`config.mk`:
```
export PLATFORM = sky130hd
export DESIGN_NAME = mipsExecUnit
export DESIGN_NICKNAME = d
export VERILOG_FILES = /design/src/mipsPkg.sv /design/src/registerFile.sv /design/src/alu.sv /design/src/instrDecoder.sv /design/src/wbExecPort.sv /design/src/mipsExecUnit.sv
export SDC_FILE = /design/constraint.sdc
export NUM_CORES = 2
export LEC_CHECK = 0
export CORE_UTILIZATION = 40
export CTS_BUF_LIST = sky130_fd_sc_hd__clkbuf_8
export DETAILED_ROUTE_END_ITERATION = 8
export DONT_BUFFER_PORTS = 1
export GPL_TIMING_DRIVEN = 0
export SETUP_SLACK_MARGIN = 0.2
export SLEW_MARGIN = 20
export SYNTH_ARGS = -nofsm -noshare
export SYNTH_HDL_FRONTEND = slang
export SYNTH_SLANG_ARGS = --single-unit
```
`constraint.sdc`:
```
create_clock -name clk -period 14.07 [get_ports clk]
set_clock_uncertainty 0.15 [all_clocks]
set_input_delay 1.407 -clock clk [delete_from_list [all_inputs] [get_ports clk]]
set_output_delay 1.407 -clock clk [all_outputs]
set_load 0.01 [all_outputs]
```
`src/mipsPkg.sv`:
```
`default_nettype none

package mipsPkg;

	////////////////////////////////////////////////////////////////////////////
	// Widths
	////////////////////////////////////////////////////////////////////////////

	// Register and data path width
	localparam int DATA_WIDTH = 32;
	// 32 registers
	localparam int REG_ADDR_WIDTH = 5;
	// Bus word address width
	localparam int BUS_ADDR_WIDTH = 6;

	// Instruction register on the bus, just above the register window
	localparam logic [BUS_ADDR_WIDTH-1:0] INSTR_ADDR = 6'h20;

	// ALU operations
	typedef enum logic [3:0]
	{
		ALU_ADD  = 4'd0,
		ALU_SUB  = 4'd1,
		ALU_AND  = 4'd2,
		ALU_OR   = 4'd3,
		ALU_XOR  = 4'd4,
		ALU_NOR  = 4'd5,
		ALU_SLT  = 4'd6,
		ALU_SLTU = 4'd7,
		ALU_LUI  = 4'd8
	} aluOp_t;

	////////////////////////////////////////////////////////////////////////////
	// MIPS encodings
	////////////////////////////////////////////////////////////////////////////

	// Opcode field, bits 31..26
	localparam logic [5:0] OP_RTYPE = 6'h00;
	localparam logic [5:0] OP_ADDI  = 6'h08;
	localparam logic [5:0] OP_SLTI  = 6'h0A;
	localparam logic [5:0] OP_ANDI  = 6'h0C;
	localparam logic [5:0] OP_ORI   = 6'h0D;
	localparam logic [5:0] OP_XORI  = 6'h0E;
	localparam logic [5:0] OP_LUI   = 6'h0F;

	// Funct field for R-type, bits 5..0
	localparam logic [5:0] FN_ADD  = 6'h20;
	localparam logic [5:0] FN_SUB  = 6'h22;
	localparam logic [5:0] FN_AND  = 6'h24;
	localparam logic [5:0] FN_OR   = 6'h25;
	localparam logic [5:0] FN_XOR  = 6'h26;
	localparam logic [5:0] FN_NOR  = 6'h27;
	localparam logic [5:0] FN_SLT  = 6'h2A;
	localparam logic [5:0] FN_SLTU = 6'h2B;

endpackage

`default_nettype wire

```
`src/registerFile.sv`:
```
`timescale 1ns/1ps
`default_nettype none

module registerFile
#(
	parameter int dataWidth = 32,
	parameter int addrWidth = 5
)
(
	input  wire logic                 clk,
	input  wire logic                 reset,
	input  wire logic [addrWidth-1:0] readAddr1,
	input  wire logic [addrWidth-1:0] readAddr2,
	input  wire logic [addrWidth-1:0] writeAddr,
	input  wire logic [dataWidth-1:0] writeData,
	input  wire logic                 writeEnable,
	output logic      [dataWidth-1:0] readData1,
	output logic      [dataWidth-1:0] readData2
);

	// Number of words
	localparam int depth = 1 << addrWidth;

	// Storage, register 0 is writable like any other
	logic [dataWidth-1:0] regs [0:depth-1];

	////////////////////////////////////////////////////////////////////////////
	// Write port and clear
	////////////////////////////////////////////////////////////////////////////

	always_ff @(posedge clk)
	begin
		if (reset)
		begin
			// Whole array in one cycle
			for (int i = 0; i < depth; i++)
				regs[i] <= '0;
		end
		else if (writeEnable)
		begin
			regs[writeAddr] <= writeData;
		end
	end

	// Two combinational read ports
	assign readData1 = regs[readAddr1];
	assign readData2 = regs[readAddr2];

	// Bus load or execute must always hand over a clean index
	writeAddrKnown: assert property (
		@(posedge clk) disable iff (reset)
		writeEnable |-> !$isunknown(writeAddr)
	) else $error("registerFile write with unknown address");

endmodule

`default_nettype wire

```
`src/alu.sv`:
```
`timescale 1ns/1ps
`default_nettype none

module alu
(
	input  wire logic [mipsPkg::DATA_WIDTH-1:0] operandA,
	input  wire logic [mipsPkg::DATA_WIDTH-1:0] operandB,
	input  wire mipsPkg::aluOp_t                op,
	output logic      [mipsPkg::DATA_WIDTH-1:0] result
);

	import mipsPkg::*;

	// Compare results, widened to a full word below
	logic signedLess;
	logic unsignedLess;

	assign signedLess   = $signed(operandA) < $signed(operandB);
	assign unsignedLess = operandA < operandB;

	////////////////////////////////////////////////////////////////////////////
	// Operation select
	////////////////////////////////////////////////////////////////////////////

	always_comb
	begin
		case (op)
			// Wrapping arithmetic, no overflow trap
			ALU_ADD:  result = operandA + operandB;
			ALU_SUB:  result = operandA - operandB;
			ALU_AND:  result = operandA & operandB;
			ALU_OR:   result = operandA | operandB;
			ALU_XOR:  result = operandA ^ operandB;
			ALU_NOR:  result = ~(operandA | operandB);
			// One or zero
			ALU_SLT:  result = {{(DATA_WIDTH-1){1'b0}}, signedLess};
			ALU_SLTU: result = {{(DATA_WIDTH-1){1'b0}}, unsignedLess};
			// Immediate into the upper half, zeros below
			ALU_LUI:  result = {operandB[15:0], 16'h0000};
			default:  result = '0;
		endcase
	end

endmodule

`default_nettype wire

```
`src/instrDecoder.sv`:
```
`timescale 1ns/1ps
`default_nettype none

module instrDecoder
(
	input  wire logic [mipsPkg::DATA_WIDTH-1:0]     instr,
	output logic      [mipsPkg::REG_ADDR_WIDTH-1:0] rsAddr,
	output logic      [mipsPkg::REG_ADDR_WIDTH-1:0] rtAddr,
	output logic      [mipsPkg::REG_ADDR_WIDTH-1:0] destAddr,
	output logic      [mipsPkg::DATA_WIDTH-1:0]     immOperand,
	output logic                                    useImm,
	output mipsPkg::aluOp_t                         aluOp,
	output logic                                    regWrite
);

	import mipsPkg::*;

	// Instruction fields
	logic [5:0]                opcode;
	logic [5:0]                funct;
	logic [REG_ADDR_WIDTH-1:0] rdAddr;
	logic [15:0]               imm;
	logic [DATA_WIDTH-1:0]     immSigned;
	logic [DATA_WIDTH-1:0]     immZero;

	assign opcode = instr[31:26];
	assign rsAddr = instr[25:21];
	assign rtAddr = instr[20:16];
	assign rdAddr = instr[15:11];
	assign funct  = instr[5:0];
	assign imm    = instr[15:0];

	// Both extensions, picked per opcode
	assign immSigned = {{(DATA_WIDTH-16){imm[15]}}, imm};
	assign immZero   = {{(DATA_WIDTH-16){1'b0}}, imm};

	////////////////////////////////////////////////////////////////////////////
	// Control decode
	////////////////////////////////////////////////////////////////////////////

	always_comb
	begin
		// Anything unmatched stays a no-op
		aluOp      = ALU_ADD;
		useImm     = 1'b0;
		regWrite   = 1'b0;
		immOperand = immZero;
		destAddr   = rtAddr;
		case (opcode)
			OP_RTYPE:
			begin
				destAddr = rdAddr;
				regWrite = 1'b1;
				case (funct)
					FN_ADD:  aluOp = ALU_ADD;
					FN_SUB:  aluOp = ALU_SUB;
					FN_AND:  aluOp = ALU_AND;
					FN_OR:   aluOp = ALU_OR;
					FN_XOR:  aluOp = ALU_XOR;
					FN_NOR:  aluOp = ALU_NOR;
					FN_SLT:  aluOp = ALU_SLT;
					FN_SLTU: aluOp = ALU_SLTU;
					// Unknown funct
					default: regWrite = 1'b0;
				endcase
			end
			// Sign extended forms
			OP_ADDI: {aluOp, useImm, regWrite, immOperand} = {ALU_ADD, 2'b11, immSigned};
			OP_SLTI: {aluOp, useImm, regWrite, immOperand} = {ALU_SLT, 2'b11, immSigned};
			// Zero extended forms
			OP_ANDI: {aluOp, useImm, regWrite} = {ALU_AND, 2'b11};
			OP_ORI:  {aluOp, useImm, regWrite} = {ALU_OR, 2'b11};
			OP_XORI: {aluOp, useImm, regWrite} = {ALU_XOR, 2'b11};
			OP_LUI:  {aluOp, useImm, regWrite} = {ALU_LUI, 2'b11};
			default: regWrite = 1'b0;
		endcase
	end

endmodule

`default_nettype wire

```
`src/wbExecPort.sv`:
```
`timescale 1ns/1ps
`default_nettype none

module wbExecPort
(
	input  wire logic                                clk,
	input  wire logic                                reset,
	input  wire logic                                wbCyc,
	input  wire logic                                wbStb,
	input  wire logic                                wbWe,
	input  wire logic [mipsPkg::BUS_ADDR_WIDTH-1:0]  wbAdr,
	input  wire logic [mipsPkg::DATA_WIDTH-1:0]      wbDatW,
	output logic      [mipsPkg::DATA_WIDTH-1:0]      wbDatR,
	output logic                                     wbAck,
	output logic      [mipsPkg::DATA_WIDTH-1:0]      instr,
	input  wire logic [mipsPkg::REG_ADDR_WIDTH-1:0]  rsAddr,
	input  wire logic [mipsPkg::REG_ADDR_WIDTH-1:0]  destAddr,
	input  wire logic                                regWrite,
	input  wire logic [mipsPkg::DATA_WIDTH-1:0]      immOperand,
	input  wire logic                                useImm,
	input  wire logic [mipsPkg::DATA_WIDTH-1:0]      aluResult,
	output logic      [mipsPkg::REG_ADDR_WIDTH-1:0]  readAddr1,
	input  wire logic [mipsPkg::DATA_WIDTH-1:0]      readData1,
	input  wire logic [mipsPkg::DATA_WIDTH-1:0]      readData2,
	output logic      [mipsPkg::DATA_WIDTH-1:0]      operandB,
	output logic      [mipsPkg::REG_ADDR_WIDTH-1:0]  writeAddr,
	output logic      [mipsPkg::DATA_WIDTH-1:0]      writeData,
	output logic                                     writeEnable
);

	import mipsPkg::*;

	logic                  req;
	logic                  isRegAdr;
	logic                  isInstrAdr;
	logic                  ackReg;
	logic                  execPending;
	logic [DATA_WIDTH-1:0] instrReg;
	logic [DATA_WIDTH-1:0] readReg;

	// New request only while ack is low
	assign req        = wbCyc && wbStb && !ackReg;
	assign isRegAdr   = wbAdr[BUS_ADDR_WIDTH-1:REG_ADDR_WIDTH] == '0;
	assign isInstrAdr = wbAdr == INSTR_ADDR;

	////////////////////////////////////////////////////////////////////////////
	// Bus state
	////////////////////////////////////////////////////////////////////////////

	always_ff @(posedge clk)
	begin
		if (reset)
		begin
			ackReg      <= 1'b0;
			execPending <= 1'b0;
			instrReg    <= '0;
		end
		else
		begin
			// Fixed one cycle latency
			ackReg      <= req;
			// Execute runs in the ack cycle
			execPending <= req && wbWe && isInstrAdr;
			if (req && wbWe && isInstrAdr)
				instrReg <= wbDatW;
		end
	end

	// Read data captured at the request edge
	always_ff @(posedge clk)
	begin
		if (req && !wbWe)
			readReg <= isInstrAdr ? instrReg : (isRegAdr ? readData1 : '0);
	end

	assign wbAck  = ackReg;
	assign wbDatR = readReg;
	assign instr  = instrReg;

	// Port 1 belongs to the bus except while executing
	assign readAddr1 = execPending ? rsAddr : wbAdr[REG_ADDR_WIDTH-1:0];
	assign operandB  = useImm ? immOperand : readData2;

	// Write port takes the ALU result in the ack cycle or a direct load
	assign writeEnable = execPending ? regWrite : (req && wbWe && isRegAdr);
	assign writeAddr   = execPending ? destAddr : wbAdr[REG_ADDR_WIDTH-1:0];
	assign writeData   = execPending ? aluResult : wbDatW;

	// Host must hold the request until ack
	ackInCycle: assert property (
		@(posedge clk) disable iff (reset) wbAck |-> (wbCyc && wbStb)
	) else $error("wbAck outside an active bus cycle");

endmodule

`default_nettype wire

```
`src/mipsExecUnit.sv`:
```
`timescale 1ns/1ps
`default_nettype none

module mipsExecUnit
(
	input  wire logic                               clk,
	input  wire logic                               reset,
	input  wire logic                               wbCyc,
	input  wire logic                               wbStb,
	input  wire logic                               wbWe,
	input  wire logic [mipsPkg::BUS_ADDR_WIDTH-1:0] wbAdr,
	input  wire logic [mipsPkg::DATA_WIDTH-1:0]     wbDatW,
	output logic      [mipsPkg::DATA_WIDTH-1:0]     wbDatR,
	output logic                                    wbAck
);

	import mipsPkg::*;

	// Decoded instruction
	logic [DATA_WIDTH-1:0]     instr;
	logic [REG_ADDR_WIDTH-1:0] rsAddr;
	logic [REG_ADDR_WIDTH-1:0] rtAddr;
	logic [REG_ADDR_WIDTH-1:0] destAddr;
	logic [DATA_WIDTH-1:0]     immOperand;
	logic                      useImm;
	aluOp_t                    aluOp;
	logic                      regWrite;

	// Register file ports and ALU
	logic [REG_ADDR_WIDTH-1:0] readAddr1;
	logic [DATA_WIDTH-1:0]     readData1;
	logic [DATA_WIDTH-1:0]     readData2;
	logic [DATA_WIDTH-1:0]     operandB;
	logic [DATA_WIDTH-1:0]     aluResult;
	logic [REG_ADDR_WIDTH-1:0] writeAddr;
	logic [DATA_WIDTH-1:0]     writeData;
	logic                      writeEnable;

	registerFile #(.dataWidth(DATA_WIDTH), .addrWidth(REG_ADDR_WIDTH)) regFile0 (
		.clk(clk), .reset(reset),
		.readAddr1(readAddr1), .readAddr2(rtAddr),
		.writeAddr(writeAddr), .writeData(writeData), .writeEnable(writeEnable),
		.readData1(readData1), .readData2(readData2)
	);

	instrDecoder decoder0 (
		.instr(instr), .rsAddr(rsAddr), .rtAddr(rtAddr), .destAddr(destAddr),
		.immOperand(immOperand), .useImm(useImm), .aluOp(aluOp), .regWrite(regWrite)
	);

	// Operand A straight from read port 1
	alu alu0 (.operandA(readData1), .operandB(operandB), .op(aluOp), .result(aluResult));

	wbExecPort port0 (
		.clk(clk), .reset(reset),
		.wbCyc(wbCyc), .wbStb(wbStb), .wbWe(wbWe), .wbAdr(wbAdr),
		.wbDatW(wbDatW), .wbDatR(wbDatR), .wbAck(wbAck),
		.instr(instr), .rsAddr(rsAddr), .destAddr(destAddr), .regWrite(regWrite),
		.immOperand(immOperand), .useImm(useImm), .aluResult(aluResult),
		.readAddr1(readAddr1), .readData1(readData1), .readData2(readData2),
		.operandB(operandB),
		.writeAddr(writeAddr), .writeData(writeData), .writeEnable(writeEnable)
	);

endmodule

`default_nettype wire

```
**After elaboration in Yosys (flattened, before gate mapping)**

Memory sizes are Yosys's and may differ from the RTL's. A register that Yosys moved wholly into a read port is not among the register bits.
Cells that the tools add are included.

- Flip-flop bits (word level): 66
- Bits in writable memories: 1024
- Output and inout bits: 33
- Memories: 1

Memories:

| name | words | bits a word | rd ports | clocked after memory_dff | wr ports | line | text |
|---|---|---|---|---|---|---|---|
| regFile0.regs | 32 | 32 | 2 | 1 | 32 | registerFile.sv:25 | `logic [dataWidth-1:0] regs [0:depth-1];` |

- $add $sub $neg: 2
- $lt $le $gt $ge: 2
- Equal/unequal tests: 23
- Multiplexer cells: 25
- Bitwise logic cells: 5
- Reduce and logical (&&, ||, !) cells: 14

Operators by type and width:

| kind | count |
|---|---|
| 32-bit one-hot mux with 9 select lines | 1 |
| 32-bit two-way mux | 6 |
| 32-bit less-than comparator | 2 |
| 6-bit equality test (second input constant) | 9 |
| 6-bit by 4-bit equality test with 1-bit output (second input constant) | 6 |
| 32-bit adder | 1 |
| 32-bit bitwise AND | 1 |
| 32-bit inverter | 1 |
| 32-bit bitwise OR | 1 |
| 32-bit OR reduction | 1 |
| 32-bit subtractor | 1 |
| 32-bit bitwise XOR | 1 |
| 5-bit two-way mux | 6 |
| 4-bit one-hot mux with 6 select lines | 1 |
| 3-bit one-hot mux with 7 select lines | 1 |
| 4-bit by 3-bit equality test with 1-bit output (second input constant) | 4 |
| 1-bit two-way mux | 9 |
| 4-bit by 2-bit equality test with 1-bit output (second input constant) | 2 |
| 8-bit OR reduction | 1 |
| 1-bit logical AND | 6 |
| 6-bit zero test | 1 |
| 6-bit OR reduction | 1 |
| 4-bit by 1-bit equality test with 1-bit output (second input constant) | 1 |
| 4-bit equality test (second input constant) | 1 |
| other kinds (5) | 6 |

**Logic depth before layout (Yosys ltp)**

- Depth after elaboration: 10
- Gate-level depth with buffers: 24

**By module**

Synthesis repeated with hierarchy kept, for this count alone.

- Cell total of the unflattened synthesis: 5887
- Area, all modules: 66249.8 um^2

By module, submodules not included:

| module | instances | cells an instance | area an instance (um^2) | seq. area each (um^2) |
|---|---|---|---|---|
| registerFile | 1 | 4640 | 56467.9 | 30749.5 |
| alu | 1 | 841 | 5477.8 | 0.0 |
| wbExecPort | 1 | 320 | 3672.3 | 1641.6 |
| instrDecoder | 1 | 86 | 631.9 | 0.0 |

**Worst setup path after synthesis**

Ideal clock, no wire load.

- Path kind: input to register
- Start point: input wbAdr[0] (netlist bit)
- End point: memory regFile0.regs[0][28] (data pin)
- Arrival time: 6.445 ns
- Path slack: 7.206 ns
- Cell stages on the path: 22
- Cells stage by stage: mux2i_1 buf_2 buf_2 buf_2 buf_2 mux4_2 nand2_1 nand3_1 a31oi_1 ha_1 inv_1 fa_1 nor2b_1 o211ai_1 a211oi_1 a211oi_1 o21ai_1 a221o_1 xnor2_1 a221oi_2 clkbuf_1 nor3_1

RTL lines:

| item | line | text |
|---|---|---|
| from (decl) | mipsExecUnit.sv:11 | `input wire logic [mipsPkg::BUS_ADDR_WIDTH-1:0] wbAdr,` |
| to (decl) | registerFile.sv:25 |  |

==> results_dict.tcl <==
set metrics [dict create \
    ctsResizeCount 0 \
    cts_sinks 1095 \
    slew_violations 0 \
    syn-mean-instance-area_um2 12.6 \
    setup_viol_count_final 0 \
    arrival_ps 10720 \
    crit_required_ps 14590 \
    postLayoutCoreUtil_pct 44.8 \
    start_util_pct 40.5 \
    cts-root-buf "clkbuf_8" \
    portBuffers 0 \
    grt_usage_pct 32.8 \
    status "completed" \
    r2r_start "port0.execPending$_SDFF_PP0_" \
    post_drt_wl_per_cell_um 35.7 \
    core_mm2 0.152 \
    crit_family "compound AO/OA/AOI/OAI gates" \
    report.power.total_mw 7.42 \
    clkLatencyLatePin_ps 970 \
    ios 76 \
    gp_congestion 1.01 \
    r2r-end "regFile0.regs[20][28]$_SDFFCE_PN0P_" \
    mostFrequentLayoutCells "edfxtp_1, nor2_1, mux4_2, nand2_1, clkbuf_1" \
    cts_hold_buffers 0 \
    n_fill_cell 14000 \
    cts_buffer_depth 3 \
    max_freq_mhz 98.0 \
    synth.top_cell.area_share_pct 51.4 \
    hold_end "port0.instr[10]$_SDFFE_PP0P_" \
    syn_to_final_growth_pct 10.8 \
    min_path_cells 2 \
    grt_pass1_wl_um 357000 \
    path_common_cell "buf_2" \
    hpwl_um 190000 \
    cpPeakStageDelay_ps 890 \
    post_cts_buffers 0 \
    dieHeight_um 395 \
    synth_largest_area_cell "edfxtp_1" \
    ff2ff_path_depth 23 \
    slew_headroom_pct 10.7 \
    critPathBufInv 7 \
    endpoint_kind "flop" \
    dieArea_mm2 0.156 \
    min-delay-start "port0.instr[10]$_SDFFE_PP0P_" \
    stdcell_area_mm2 0.0683 \
    drcViolationCount 0 \
    cpMaxStageDelayCell "a211oi_1" \
    syn_nets 5053 \
    hold_path_class "flop to flop" \
    first_iter_violations 7831 \
    cts_tree "done" \
    vdd_drop_max_uv 106 \
    finalSetupTns_ps 0 \
    finalHoldViolCount 0 \
    drive_gt1_share_pct 21.8 \
    h-tree-depth 4 \
    r2r_slack_ps 3870 \
    synth_edf_count 1056 \
    holdWs_ps 332 \
    crit_type "flop to flop" \
    leakage_nw 24.1 \
    die_x_um 395 \
    grt_max_degree 33 \
    synthDistinctLibCells 95 \
    critPathLaunchType "flop" \
    vias 48400 \
    synth-main-ff-cell "edfxtp_1" \
    routed_wl_um 261000 \
    synth.area.top_cells "edfxtp_1, mux4_2, nor2_1, nand2_1, ha_1" \
    drv_cap 0 \
    ys_ff_latch 1095 \
    grt_pass1_vias 46200 \
    yosys_warnings 0 \
    grt_overflow_total 0 \
    drtPass1Iterations 9 \
    vias_per_cell 6.64 \
    clk_pin_slew_worst_paths_ps 70 \
    final_common_cell "edfxtp_1" \
    antenna_found_initial 16 \
    multiInputGateArea_mm2 0.0271 \
    placed_area_mm2 0.0649 \
    regArea_mm2 0.0325 \
    fin_nets 5250 \
    worstPathMaxFanout 10 \
    async_flop_share_pct 0 \
    synthCells 4910 \
    path_depth 23 \
    crit_chain "buf_2, mux2i_2, buf_2, buf_2, buf_2, buf_2, mux4_2, nand2_1, nand3_1, a31oi_1, ha_1, inv_1, fa_1, nor2b_1, o211ai_1, a211oi_1, a211oi_1, o21ai_1, a221o_1, xnor2_1, a221oi_2, clkbuf_1, nor3_1" \
    fin_crit_ps 10200 \
    finalCritPeriodShare_pct 72.5 \
    yosysSeqAreaShare_pct 52.7 \
    synthesis.area_mm2 0.0617 \
    worst_pin_slew_ps 1340 \
    cts_buffers 183 \
    p_per_area_mw_per_mm2 109 \
    ant_nets 0 \
    rsz0062_at_grt "false" \
    num_rows 143 \
]
[worst reg2reg max path: stages, from the launching register on]
cell and delay (ps):
dfxtp_1 300, buf_2 310, mux2i_2 780, buf_2 440
buf_2 310, buf_2 520, buf_2 560, mux4_2 590
nand2_1 90, nand3_1 80, a31oi_1 720, ha_1 330
inv_1 70, fa_1 430, nor2b_1 160, o211ai_1 510
a211oi_1 190, a211oi_1 890, o21ai_1 360, a221o_1 510
xnor2_1 170, a221oi_2 800, clkbuf_1 510, nor3_1 130
[where the power goes]
part | switching, mW | total, mW | leakage, nW | internal, mW
registers | 0.0492 | 3.70 | 11.5 | 3.65
logic | 0.625 | 0.909 | 10.6 | 0.285
clock network | 1.44 | 2.81 | 2.00 | 1.36
total | 2.11 | 7.42 | 24.1 | 5.30
[logic make-up (layout without fill, tap and decap cells)]
kind of cell / Yosys count / count (layout) / synth area share [%]
xor+xnor: 30 / 30 / 0.426
buf+inv: 588 / 928 / 4.01
mux: 612 / 612 / 21.4
flops: 1095 / 1095 / 52.7
compound gates: 573 / 573 / 6.50
simple gates: 1912 / 1912 / 12.9
other cells: 0 / 11 / 0
fa+ha+maj: 100 / 100 / 2.05
[worst max path at each step]
stage | start | to
after detailed placement | wbAdr[0] | regFile0.regs[20][28]$_SDFFCE_PN0P_
after floorplan | wbAdr[0] | regFile0.regs[0][28]$_SDFFCE_PN0P_
after CTS | port0.execPending$_SDFF_PP0_ | regFile0.regs[20][28]$_SDFFCE_PN0P_
after global placement | wbAdr[0] | regFile0.regs[26][23]$_SDFFCE_PN0P_
final | port0.execPending$_SDFF_PP0_ | regFile0.regs[20][28]$_SDFFCE_PN0P_
after global routing | port0.execPending$_SDFF_PP0_ | regFile0.regs[13][31]$_SDFFCE_PN0P_
[area by class of cell]
| cell class | count | area share [%] |
|---|---|---|
| Antenna cell | 11 | 0.0403 |
| Buffer | 477 | 3.06 |
| Clock buffer | 189 | 3.81 |
| Clock inverter | 139 | 1.20 |
| Inverter | 111 | 0.610 |
| Multi-Input combinational cell | 3227 | 39.7 |
| Sequential cell | 1095 | 47.5 |
| Tap cell | 2030 | 3.72 |
| Timing Repair Buffer | 12 | 0.361 |
[cell usage after synthesis (18+ instances only)]
library cell	n
clkbuf_1	276
nand2_1	465
buf_1	18
mux2i_1	32
nor3_1	151
nor2_1	1037
ha_1	98
nor2_2	22
xnor2_1	25
inv_1	107
a221oi_1	20
a211oi_1	31
mux4_2	565
o211ai_1	18
a311oi_1	35
o21ai_0	103
a31oi_1	52
buf_2	171
dfxtp_1	39
nand3_1	84
nand2b_1	45
edfxtp_1	1056
a21oi_1	121
a21o_1	20
and3_1	40
[flip-flops by register name (all words and copies together) (netlist names), named ones only]
signal             count
port0.execPending      1
port0.instr           32
port0.wbAck            1
port0.wbDatR          32
regFile0.regs       1024
[metal layers]
layer  wire length (µm)  track usage, %  up-vias
met3              42800            15.6      820
met5                172               0        -
met2             115000            49.6     4242
met4              13100            14.0       18
met1              89300            39.9    24300
li1                   -               -    19000
[per-stage QoR]
stage | instances | setup WS [ps]
5_1_grt | 7283 | 3940
3_3_place_gp | 6940 | 3230
6_report | 7291 | 3870
2_1_floorplan | 4910 | 7210
3_5_place_dp | 6952 | 3670
4_1_cts | 7280 | 4380
(Power assumes the default switching activity.)
